==> src/logic/video_bus_pkg.sv <==
package video_bus_pkg;

    ////////////////////////////////////////////////////////////////////////////
    // Bus widths
    ////////////////////////////////////////////////////////////////////////////
    localparam int REG_ADDR_W   = 19;
    localparam int MEM_ADDR_W   = 18;
    localparam int FETCH_ADDR_W = 16;
    localparam int RAM_IDX_W    = 15;
    localparam int ATTR_IDX_W   = 8;
    localparam int ATTR_DEPTH   = 256;
    localparam int FETCH_PORTS  = 2;

    ////////////////////////////////////////////////////////////////////////////
    // Register bus memory map
    ////////////////////////////////////////////////////////////////////////////
    // Main RAM sits at 00000-1FFFF, everything below bit RAM_IDX_W+2
    localparam logic [REG_ADDR_W-1:0] PAL_BASE = 19'h40200;
    localparam int PAL_MASK_BITS = 9;
    localparam logic [REG_ADDR_W-1:0] SPR_BASE = 19'h40800;
    localparam int SPR_MASK_BITS = 11;

    ////////////////////////////////////////////////////////////////////////////
    // Grouped signals
    ////////////////////////////////////////////////////////////////////////////
    typedef struct packed {
        logic [REG_ADDR_W-1:0] addr;
        logic [7:0]            wrdata;
        logic                  strobe;
        logic                  write;
    } regbus_req_t;

    // One layer-fetch master, word addressed
    typedef struct packed {
        logic [FETCH_ADDR_W-1:0] addr;
        logic                    strobe;
    } fetch_req_t;

    typedef struct packed {
        logic [RAM_IDX_W-1:0] idx;
        logic [1:0]           lane;
        logic [7:0]           wrbyte;
        logic                 we;
    } ram_port_t;

    typedef struct packed {
        logic [3:0] rsvd;
        logic [3:0] red;
        logic [3:0] green;
        logic [3:0] blue;
    } palette_entry_t;

    typedef logic [31:0] sprite_attr_t;

    typedef enum logic [1:0] {
        REGION_NONE,
        REGION_MAIN,
        REGION_PAL,
        REGION_SPR
    } region_t;

endpackage

==> src/logic/bus_control.sv <==
`timescale 1ns/1ps

module bus_control
    import video_bus_pkg::*;
(
    input  logic                         clk,
    input  logic                         reset,

    // Host register bus
    input  regbus_req_t                  host_req_i,
    output logic [7:0]                   host_rddata_o,

    // Layer fetch masters
    input  fetch_req_t [FETCH_PORTS-1:0] fetch_req_i,
    output logic [FETCH_PORTS-1:0]       fetch_ack_o,
    output logic [31:0]                  fetch_rddata_o,

    // Main RAM port
    output ram_port_t                    ram_o,
    input  logic [31:0]                  ram_rddata_i,

    // Attribute memories
    output logic                         pal_we_o,
    output logic                         spr_we_o,
    input  logic [7:0]                   pal_rdbyte_i,
    input  logic [7:0]                   spr_rdbyte_i
);

    logic                   main_hit;
    logic                   pal_hit;
    logic                   spr_hit;
    region_t                host_region;
    logic                   host_wr;
    logic                   host_ram_req;

    logic [MEM_ADDR_W-1:0]  mem_addr;
    logic                   mem_write;
    logic [FETCH_PORTS-1:0] grant;

    logic [FETCH_PORTS-1:0] grant_r;
    logic                   fetch_in_ram_r;
    region_t                region_r;
    logic [1:0]             lane_r;

    ////////////////////////////////////////////////////////////////////////////
    // Address decode
    ////////////////////////////////////////////////////////////////////////////
    assign main_hit = host_req_i.addr[REG_ADDR_W-1:RAM_IDX_W+2] == '0;
    assign pal_hit  = host_req_i.addr[REG_ADDR_W-1:PAL_MASK_BITS]
                      == PAL_BASE[REG_ADDR_W-1:PAL_MASK_BITS];
    assign spr_hit  = host_req_i.addr[REG_ADDR_W-1:SPR_MASK_BITS]
                      == SPR_BASE[REG_ADDR_W-1:SPR_MASK_BITS];

    always_comb begin
        host_region = REGION_NONE;
        if (main_hit) begin
            host_region = REGION_MAIN;
        end else if (pal_hit) begin
            host_region = REGION_PAL;
        end else if (spr_hit) begin
            host_region = REGION_SPR;
        end
    end

    assign host_wr      = host_req_i.strobe && host_req_i.write;
    assign host_ram_req = host_req_i.strobe && (host_region == REGION_MAIN);
    assign pal_we_o     = host_wr && (host_region == REGION_PAL);
    assign spr_we_o     = host_wr && (host_region == REGION_SPR);

    ////////////////////////////////////////////////////////////////////////////
    // Main RAM arbitration
    ////////////////////////////////////////////////////////////////////////////
    // Host first, then fetch port 0, then port 1; the host never waits
    always_comb begin
        mem_addr  = '0;
        mem_write = 1'b0;
        grant     = '0;
        if (host_ram_req) begin
            mem_addr  = host_req_i.addr[MEM_ADDR_W-1:0];
            mem_write = host_req_i.write;
        end else begin
            // Walk down so the lowest strobing port wins
            for (int i = FETCH_PORTS - 1; i >= 0; i--) begin
                if (fetch_req_i[i].strobe) begin
                    grant    = '0;
                    grant[i] = 1'b1;
                    mem_addr = {fetch_req_i[i].addr, 2'b00};
                end
            end
        end
    end

    // Byte lane and word index straight from the byte address
    assign ram_o.idx    = mem_addr[RAM_IDX_W+1:2];
    assign ram_o.lane   = mem_addr[1:0];
    assign ram_o.wrbyte = host_req_i.wrdata;
    assign ram_o.we     = mem_write;

    ////////////////////////////////////////////////////////////////////////////
    // Response pipeline
    ////////////////////////////////////////////////////////////////////////////
    always_ff @(posedge clk or posedge reset) begin
        if (reset) begin
            grant_r        <= '0;
            fetch_in_ram_r <= 1'b0;
            region_r       <= REGION_NONE;
        end else begin
            grant_r        <= grant;
            // Upper half of the fetch space has no RAM behind it
            fetch_in_ram_r <= ~mem_addr[MEM_ADDR_W-1];
            if (host_req_i.strobe && !host_req_i.write) begin
                region_r <= host_region;
            end else begin
                region_r <= REGION_NONE;
            end
        end
    end

    always_ff @(posedge clk) begin
        lane_r <= host_req_i.addr[1:0];
    end

    assign fetch_ack_o    = grant_r;
    assign fetch_rddata_o = fetch_in_ram_r ? ram_rddata_i : '0;

    // Host read data, valid only in the cycle after a read strobe
    always_comb begin
        case (region_r)
            REGION_MAIN: host_rddata_o = ram_rddata_i[{lane_r, 3'b000} +: 8];
            REGION_PAL:  host_rddata_o = pal_rdbyte_i;
            REGION_SPR:  host_rddata_o = spr_rdbyte_i;
            default:     host_rddata_o = '0;
        endcase
    end

endmodule

==> config.mk <==
export PLATFORM = sky130hd
export DESIGN_NAME = bus_control
export DESIGN_NICKNAME = d
export VERILOG_FILES = /design/src/logic/video_bus_pkg.sv /design/src/logic/bus_control.sv
export SDC_FILE = /design/constraint.sdc
export NUM_CORES = 1
export LEC_CHECK = 0
export ABC_CLOCK_PERIOD_IN_PS = 1450
export BUFFER_PORTS_ARGS = -buffer_cell sky130_fd_sc_hd__clkbuf_2
export CORE_MARGIN = 5
export CORE_UTILIZATION = 30
export DETAILED_ROUTE_END_ITERATION = 8
export MAX_ROUTING_LAYER = met4
export PLACE_DENSITY = 0.82
export SYNTH_ARGS = -nofsm -noshare
export SYNTH_HDL_FRONTEND = slang
export SYNTH_SLANG_ARGS = --single-unit
==> constraint.sdc <==
create_clock -name clk -period 1.45 [get_ports clk]
set_input_delay 0 -clock clk [delete_from_list [all_inputs] [get_ports clk]]
set_output_delay 0 -clock clk [all_outputs]
set_load 0.02 [all_outputs]
==> summary.txt, run 1 <==
Clock tree
  – Num CTS Buffers: 3
  – CTS tree: done
  – H-tree depth: 1
  – Root buf cell: clkbuf_8
  – Reg clk slew, reported paths: approximately 0.04 ns
  – CTS Buffer Depth: 2
  – CTS Sinks: 7

Setup path
  – Worst Path Required: around 1.5 ns
  – Critical Path AT: ~1.5 ns
  – Crit path kind: register to output pin
  – CP max FO: 6
  – Crit start category: register
  – Crit. End Element: output pin

Floorplanning
  – Die H: 74.10 um
  – Core Area: about 4000 um^2
  – # IOs: 183
  – Die area: 5490 um^2
  – Row cnt: 23
  – Initial Utilization: a little under a third
  – Die X: roughly 74 um

Synth
  – Ys async rst share: a little under three quarters
  – FF+latch count, synth: 7
  – Synth top area cells: and2_1 18%, mux4_2 15%, a22oi_1 13%, dfrtp_1 10%, nand2_1 9.4%
  – Cell taking the most area after synthesis: and2_1
  – Synth Flop Type: dfrtp_1
  – Mapped Nets: about 280
  – YS warnings: 0
  – Post-synthesis sequential area ratio: between 10 and 15%
  – EDFF count, synth: 0
  – Mean post-synth cell area: 7.424 um^2
  – Share of the synthesized area in the top cell type: around 18%
  – Syn Std Cell Area: around 1200 um^2
  – Mapped Cells: roughly 170
  – Number of distinct library cells after synthesis: 27

Detailed routing
  – Total wire length: approximately 5300 um
  – DRT iter0 DRCs: between 40 and 50
  – Vias: about 1,800
  – Routed Antenna Nets: 0
  – Vias per Instance: around 4.8
  – DR pass1 iterations: 4
  – WL/cell: about 14 um
  – DRC violations left: 0

Global route
  – Gr usage total: between 10% and 20%
  – Initial antenna violation count: 0
  – Largest net degree at the start of global routing: 36
  – GRT Residual Overflow: 0
  – First-pass GRT wire length: between 7000 and 8000 um
  – Vias in the first global route: around 1,700

STA
  – Setup TNS: -0.1264 ns
  – RSZ-0062 raised after global routing: true
  – F_max: roughly 0.66 GHz
  – Crit path time final: approximately 1.5 ns
  – Period utilization: 104.0%
  – Worst-Margin Slew: 0.3865 ns
  – Setup violations, final: 6
  – PnR worst setup slack: -0.05728 ns
  – Slew margin rel.: between 70 and 80%
  – Final hold violation count: 0
  – Slew Limit Fails: 0

Min path
  – HP Class: input port to output pin
  – Hold depth: 0

Status
  – Failing checks: setup timing
  – Outcome: complete, but fails checks

Placed design
  – Placed cells: 363
  – I/O Buffers: between 150 and 200
  – RD Place Congestion: ~0.9
  – HPWL Detailed: between 4000 and 5000 um
  – Post-DP Area: 2041 um^2
  – Setup WS pre-CTS: 0.04627 ns

Finish
  – Layout Cells excl Fill: approximately 370
  – Fin util: a little under three fifths
  – Antenna fix cells: 0
  – Most frequent cells in the layout: 158 x clkbuf_2, 35 x and2_1, 26 x nand2_1, 22 x a22oi_1, 14 x o21ai_0
  – Finished Cell Area: 2227 um^2
  – Layout cell share with drive strength beyond 1: 61.30%
  – Area growth, synth to finish: 80.71%
  – # nets final: 437
  – Most common cell after layout, fill and taps aside: clkbuf_2

Power
  – VDD IR max: roughly 0.25 mV
  – Power per cell area: 517.3 nW/um^2
  – Static Leakage: ~1.2 nW

Run
  – Max Cap Viol: 0
power by group:
group          internal [mW]  switching [mW]
Clock                  0.190          0.0775
Combinational          0.310           0.363
Sequential             0.204         0.00786
logic make-up after synthesis:
logic type | after synthesis | synth area share [%]
simple gates | 84 | 37.46
mux | 8 | 14.62
flops | 7 | 13.40
compound gates | 40 | 22.13
buf+inv | 27 | 12.39
stage by stage:
step                      power (mW)  hold WS, ns
after floorplan               0.5970      -0.2215
after global placement        0.8561      -0.1192
after detailed placement      0.8691      -0.1139
after CTS                      1.158    0.0001367
after global routing           1.234    0.0001205
final                          1.152   0.00004362
synthesized netlist by cell type (all sizes together), types with 3 or more instances:
library cell,number
buf,17
nor2b,5
nand2,31
a22oi,22
inv,3
dfrtp,5
and2,35
nor3,3
nand3,3
mux4,8
o21ai,14
clkbuf,7
what timing repair did:
item                       in CTS  in global routing
setup buffers                   0                  2
hold buffers                    4                  0
hold endpoints to repair        9                  0
setup endpoints to repair       8                  8
resized for setup               8                 27
sequential cells by signal, indices dropped and copies added (netlist names):
signal          flops
region_r            2
lane_r              2
fetch_ack_o         2
fetch_in_ram_r      1
area by class of cell:
cell class                      count  area, um^2
Sequential cell                     7       168.9
Inverter                            3       11.26
Timing Repair Buffer              177       996.0
Clock buffer                        4       45.04
Multi-Input combinational cell    132       943.4
Fill cell                         372        1773
Tap cell                           50       62.56
worst paths after layout:
| kind | start | end | slack [ns] |
|---|---|---|---|
| max in group asynchronous | reset | fetch_in_ram_r | 1.07 |
| setup / recovery | lane_r[0] | host_rddata_o[5] | -0.06 |
| min in group asynchronous | reset | region_r[0] | 0.21 |
| hold / removal | host_req_i[2] | ram_o[1] | 0.00004 |
routing by layer:
| metal | wire, um | part of all wire (%) | global-route usage [%] | vias up |
|---|---|---|---|---|
| li1 | - | - | - | 897 |
| met5 | 0 | 0 | - | - |
| met4 | 54 | 1.0 | 2.817 | 0 |
| met1 | 1917 | 36 | 19.28 | 776 |
| met2 | 2759 | 52 | 33.76 | 107 |
| met3 | 535 | 10 | 5.135 | 4 |
worst max-delay path: stages, from the launching register on:
cell and delay [ns]:
dfxtp_4 0.35, buf_8 0.13, mux4_2 0.51, nand2_1 0.09
nand2_1 0.06, clkbuf_8 0.15
Note: power is estimated with default switching activity, not from simulation.
==> inputs of run 2 (changes only) <==
- ABC_AREA: unset -> 1
- ABC_CLOCK_PERIOD_IN_PS: 1450 -> 1950
- CORE_UTILIZATION: 30 -> 36
- PLACE_DENSITY: 0.82 -> 0.88
- clock period: 1.45 -> 1.95 ns (I/O delays scaled with it)
==> run 2 against run 1 <==
  * The flow now finishes without violations
  * Combinational power down 24%
  * Synthesized cell count is 85% higher
  * Sequential power decreased by 27%
  * Core utilization rose by 2.5 points
  * Die area up 1.4%
  * Final area up 5.2%
  * Largest cell class is now multi-input combinational cells
  * Highest routed layer unchanged
==> summary.txt, run 2 <==
Placed design
  – RD Place Congestion: 1.029 (+17%)
  – HPWL Detailed: 5032 um (+8.7%)
  – I/O Buffers: 166 (unchanged)

Clock tree
  – CTS tree: done
  – Post-CTS sizing: 0 (-8)
  – Post-cts hold buffer count: 4 (unchanged)
  – Num CTS Buffers: 3 (unchanged)
  – Root buf cell: clkbuf_8
  – Post-CTS Setup Inserts: 0 (unchanged)
  – H-tree depth: 1 (unchanged)
  – Reg clk slew, reported paths: 0.04 ns (about the same)
  – CTS Buffer Depth: 2 (unchanged)
  – CTS Sinks: 7 (unchanged)

Global route
  – First-pass GRT wire length: 8542 um (+12%)
  – Gr usage total: 19.92% (+1.8 points)
  – M1 GR Usage: 19.87% (+0.59 points)
  – Largest net degree at the start of global routing: 33 (-8.3%)
  – GRT met2 Usage: 38.24% (+4.5 points)
  – GRT Residual Overflow: 0 (unchanged)
  – Vias in the first global route: 2,054 (+20%)
  – Initial antenna violation count: 0 (unchanged)
  – GRT met3 Usage: 3.784% (-1.4 points)
  – GR peak layer: met2

Setup path
  – Critical Path Source: region_r[0]
  – Worst Path Required: 1.95 ns (+0.50 ns)
  – Crit path kind: register to output pin
  – Crit start category: register
  – Top delay family on crit path: simple AND/OR/NAND/NOR gates
  – CP Cell Sequence: inv_2 -> nor2_1 -> nand2_1 -> nand2_1 -> clkbuf_2
  – CP max stage cell: dfrtp_1
  – Critical Path Max Stage Delay: 0.48 ns (-0.03 ns)
  – Most used cell, CP: nand2_1
  – CP max FO: 9 (+3)
  – CP bufs+invs: 2 (unchanged)
  – Crit. End Element: output pin
  – Critical Path AT: 1.62 ns (+0.11 ns)

STA
  – Slew margin rel.: 65.29% (-8.8 points)
  – Setup TNS: 0 ns (+0.1264 ns)
  – Setup violations, final: 0 (-6)
  – Slew Limit Fails: 0 (unchanged)
  – Crit path time final: 1.620 ns
  – RSZ-0062 raised after global routing: false
  – Period utilization: 83.06%
  – Worst-Margin Slew: 0.5187 ns (+0.1322 ns)
  – F_max: 0.6174 GHz
  – Final hold violation count: 0 (unchanged)

Synth
  – Mean post-synth cell area: 4.895 um^2 (-34%)
  – EDFF count, synth: 0 (unchanged)
  – Syn Std Cell Area: 1503 um^2 (+22%)
  – FF+latch count, synth: 7 (unchanged)
  – Synth Flop Type: dfrtp_1
  – Number of distinct library cells after synthesis: 19 (-30%)
  – Commonest cells in the netlist: 127 x nand2_1, 65 x inv_1, 34 x nand3_1
  – Cell with the most instances after synthesis: nand2_1
  – Cell taking the most area after synthesis: nand2_1
  – YS warnings: 0 (unchanged)
  – Mapped Nets: 420 (+51%)
  – Synth top area cells: nand2_1 32%, inv_1 16%, nand3_1 11%, dfrtp_1 8.3%, nor2_1 6.2%
  – Post-synthesis sequential area ratio: 10.99% (-2.4 points)
  – Ys async rst share: 71.43% (unchanged)
  – Share of the synthesized area in the top cell type: 31.72% (+14 points)
  – Mapped Cells: 307 (+85%)

Floorplanning
  – Die H: 74.61 um (+0.69%)
  – Row cnt: 23 (unchanged)
  – Die area: 5566 um^2 (+1.4%)
  – Initial Utilization: 37.30% (+6.5 points)
  – Die X: 74.61 um (+0.69%)
  – # IOs: 183 (unchanged)
  – Core Area: 4029 um^2 (+0.72%)

Power
  – Static Leakage: 1.715 nW (+42%)
  – VDD IR max: 0.1653 mV (-33%)
  – Power per cell area: 370.1 nW/um^2 (-28%)
  – Total power: 0.8674 mW (-25%)

Status
  – Outcome: complete, no violations

Finish
  – Fin util: 58.17% (+2.5 points)
  – Area growth, synth to finish: 55.95%
  – Antenna fix cells: 0 (unchanged)
  – FF/Latch Area: 165.2 um^2 (-2.2%)
  – Most common cell after layout, fill and taps aside: clkbuf_2
  – # nets final: 575 (+32%)
  – Fill cells: 400 (+7.5%)
  – Layout cell share with drive strength beyond 1: 38.83% (-22 points)
  – Most frequent cells in the layout: 166 x clkbuf_2, 127 x nand2_1, 65 x inv_1, 34 x nand3_1, 25 x nor2_1
  – Multi-input combinational cell area: 929.6 um^2 (-1.5%)

Detailed routing
  – DRT iter0 DRCs: 58 (+23%)
  – DRC violations left: 0 (unchanged)
  – Vias: 2,296 (+29%)
  – Vias per Instance: 4.493 (-6.1%)
  – Routed Antenna Nets: 0 (unchanged)
  – WL/cell: 10.98 um (-22%)
  – DR pass1 iterations: 4 (unchanged)
  – Total wire length: 5611 um (+6.6%)

Min path
  – HP Class: input port to output pin
  – Hold depth: 0 (unchanged)
  – Worst Hold Path EP: ram_o[1]
  – Min-delay src: host_req_i[2]

Run
  – Max Cap Viol: 0 (unchanged)
-- run 2: cell types whose count changed in the layout (fill, tap and decap cells not counted), sizes merged, moves of 12 or more --
cell / previous run / this run
a22oi: 22 / 0
and2: 35 / 0
buf: 14 / 2
inv: 3 / 68
nand2: 31 / 128
nand3: 3 / 34
nor2: 2 / 28
-- run 2: cells by family after synthesis --
family	count (synthesis)	share of synthesized area, %
AND/OR/NAND/NOR	191	53.96
buffers and inverters	90	27.14
AO/OA/AOI/OAI	19	7.910
flip-flops	7	10.99
-- run 2: routing by layer --
metal	share of wire (%)	vias up
li1	-	1214
met1	35	951
met2	52	121
met3	11	10
met4	1.8	0
met5	0	-
-- run 2: through the flow --
stage / std cells / hold slack, ns / cell area [um^2] / worst slack, ns
floorplan: 307 / -0.2215 / 1503 / 0.9045
global placement: 503 / -0.1087 / 2258 / 0.6035
detailed placement: 503 / -0.1050 / 2258 / 0.5469
CTS: 511 / 0.0001367 / 2344 / 0.2972
global route: 511 / 0.00002960 / 2344 / 0.1303
finish: 511 / 0.000008817 / 2344 / 0.3303
-- run 2: how the worst max path moves through the flow --
stage / cells past startpoint / to / slack, ns
3_3_place_gp: 5 / host_rddata_o[1] / 0.60
3_5_place_dp: 5 / host_rddata_o[7] / 0.55
5_1_grt: 5 / host_rddata_o[7] / 0.13
6_report: 5 / host_rddata_o[7] / 0.33
4_1_cts: 5 / host_rddata_o[7] / 0.30
2_1_floorplan: 5 / host_rddata_o[0] / 0.90
-- run 2: final cells by class --
type                       instances  area share [%]
multi-input combinational        210           39.67
timing repair buffer             172           37.80
inverter                          68           10.89
sequential                         7           7.047
tap                               50           2.670
clock buffer                       4           1.922
-- run 2: where the power goes --
group	switching (mW)	total [mW]	internal, mW
combinational	0.312	0.512	0.201
sequential	0.00269	0.155	0.152
clock	0.0593	0.200	0.141
total	0.374	0.867	0.494
==> inputs of run 3 (changes only) <==
- ABC_CLOCK_PERIOD_IN_PS: 1950 -> 1650
- CORE_UTILIZATION: 36 -> 33
- PLACE_DENSITY: 0.88 -> 0.81
- clock period: 1.95 -> 1.65 ns (I/O delays scaled with it)
==> run 3 against run 2 <==
  * Highest routed layer unchanged
  * Sequential share of layout area about the same
  * Total power grew 17%
  * Worst hold slack hardly changed
  * Critical path type unchanged
  * Sequential power increased by 18%
  * Non-clock buffer count up 1
  * Critical path depth increased by 2
  * Clock power rose by 16%
  * Combinational power is 18% higher
  * Core utilization decreased by 4.5 points
  * Global-route usage down 2.3 points
  * Count of clock-buffer cells in the layout stayed put
==> summary.txt, run 3 (synthesis gave the netlist of run 2 again) <==
Finish
  – Fill cells: 469 (+17%)
  – Most common cell after layout, fill and taps aside: clkbuf_2
  – Antenna fix cells: 0 (unchanged)
  – # nets final: 576 (+0.17%)
  – Most frequent cells in the layout: 166 x clkbuf_2, 127 x nand2_1, 65 x inv_1, 34 x nand3_1, 25 x nor2_1
  – FF/Latch Area: 165.2 um^2 (unchanged)
  – Layout cell share with drive strength beyond 1: 38.96% (+0.13 points)
  – Multi-input combinational cell area: 929.6 um^2 (unchanged)
  – Area growth, synth to finish: 56.62%
  – Fin util: 53.68% (-4.5 points)

Min path
  – HP Class: input port to output pin
  – Worst Hold Path EP: ram_o[1]
  – Hold depth: 0 (unchanged)
  – Min-delay src: host_req_i[2]

Detailed routing
  – Vias: 2,276 (-0.87%)
  – WL/cell: 10.53 um (-4.1%)
  – DRC violations left: 0 (unchanged)
  – Vias per Instance: 4.428 (-1.4%)
  – Total wire length: 5411 um (-3.6%)
  – DRT iter0 DRCs: 63 (+8.6%)
  – DR pass1 iterations: 4 (unchanged)
  – Routed Antenna Nets: 0 (unchanged)

Clock tree
  – H-tree depth: 1 (unchanged)
  – CTS Sinks: 7 (unchanged)
  – Root buf cell: clkbuf_8
  – Reg clk slew, reported paths: 0.04 ns (about the same)
  – CTS tree: done
  – CTS Buffer Depth: 2 (unchanged)
  – Post-CTS Setup Inserts: 0 (unchanged)
  – Num CTS Buffers: 3 (unchanged)

Global route
  – GRT Residual Overflow: 0 (unchanged)
  – Gr usage total: 17.64% (-2.3 points)
  – Initial antenna violation count: 0 (unchanged)
  – First-pass GRT wire length: 8976 um (+5.1%)
  – Vias in the first global route: 2,157 (+5.0%)
  – Largest net degree at the start of global routing: 33 (unchanged)

STA
  – Slew Limit Fails: 0 (unchanged)
  – Setup TNS: 0 ns (unchanged)
  – PnR worst setup slack: 0.2095 ns (-0.1208 ns)
  – Worst-Margin Slew: 0.4517 ns (-0.06699 ns)
  – Setup violations, final: 0 (unchanged)
  – RSZ-0062 raised after global routing: false
  – Slew margin rel.: 69.89% (+4.6 points)
  – Period utilization: 87.31%
  – F_max: roughly 0.69 GHz
  – Crit path time final: roughly 1.4 ns
  – Worst Hold Margin: 0.00003776 ns (+0.00002894 ns)
  – Final hold violation count: 0 (unchanged)

Setup path
  – Worst Path Required: 1.65 ns (-0.30 ns)
  – Critical Path Max Stage Delay: 0.30 ns (-0.18 ns)
  – Critical Path AT: 1.44 ns (-0.18 ns)
  – Crit path kind: register to output pin
  – Crit start category: register
  – CP max stage cell: dfxtp_1
  – Crit. End Element: output pin
  – CP max FO: 25 (+16)
  – Most used cell, CP: nand2_1
  – CP Cell Sequence: buf_4 -> inv_1 -> o21ai_0 -> nand2_1 -> nand2_1 -> nand2_1 -> clkbuf_2

Floorplanning
  – Die area: 6003 um^2 (+7.9%)
  – Die H: 77.48 um (+3.9%)
  – Row cnt: 24 (+4.3%)
  – Core Area: 4384 um^2 (+8.8%)
  – Die X: 77.48 um (+3.9%)
  – Initial Utilization: 34.28% (-3.0 points)
  – # IOs: 183 (unchanged)

Placed design
  – I/O Buffers: 166 (unchanged)
  – HPWL Detailed: 4911 um (-2.4%)
  – Setup WS pre-CTS: 0.4312 ns (-0.1156 ns)
  – RD Place Congestion: 0.8622 (-16%)

Power
  – VDD IR max: 0.2711 mV (+64%)
  – Power per cell area: 432.6 nW/um^2 (+17%)
  – Static Leakage: 1.720 nW (+0.31%)

Status
  – Outcome: complete, no violations

Run
  – Max Cap Viol: 0 (unchanged)
-- run 3: per-layer routing --
layer / share of wire, % / routed length (um) / GRT usage [%] / vias to the layer above
met5: 0 / 0 / - / -
met4: 0.94 / 51 / 3.952 / 0
met3: 12 / 635 / 4.630 / 6
met2: 52 / 2820 / 33.16 / 115
met1: 35 / 1905 / 18.16 / 941
li1: - / - / - / 1214
-- run 3: area by class of cell --
class	count	share of cell area (%)
multi-input cells	210	39.50
repair buffers	173	37.96
inverters	68	10.85
flip-flops and latches	7	7.018
well taps	52	2.764
clock buffers	4	1.914
-- run 3: worst max-delay path by stage --
stage / endpoint / startpoint
finish: host_rddata_o[0] / lane_r[0]
global route: host_rddata_o[0] / lane_r[0]
CTS: host_rddata_o[0] / lane_r[0]
detailed placement: host_rddata_o[0] / lane_r[0]
global placement: host_rddata_o[2] / lane_r[0]
floorplan: host_rddata_o[0] / region_r[0]
-- run 3: metrics by stage --
stage	total power, mW	cells	instance area [um^2]
global route	1.105	514	2354
floorplan	0.5602	307	1503
global placement	0.7800	506	2268
detailed placement	0.7863	506	2268
CTS	1.034	514	2354
finish	1.018	514	2354
-- run 3: power by group --
group | switching, mW | internal [mW] | total, mW
Combinational | 0.364 | 0.238 | 0.602
Clock | 0.0663 | 0.166 | 0.233
Sequential | 0.00336 | 0.180 | 0.183
Total | 0.434 | 0.584 | 1.02
-- run 3: worst max-delay path: cells and delay by family, from the launching register on --
family	cells	cell delay, ns
buffers and inverters	3	0.54
AO/OA/AOI/OAI	1	0.20
flip-flops	1	0.30
AND/OR/NAND/NOR	3	0.18
-- run 3: repair_timing --
| action | in CTS | in global routing |
|---|---|---|
| resized for setup | 0 | 0 |
| hold buffers | 4 | 0 |
| hold endpoints to repair | 8 | 0 |
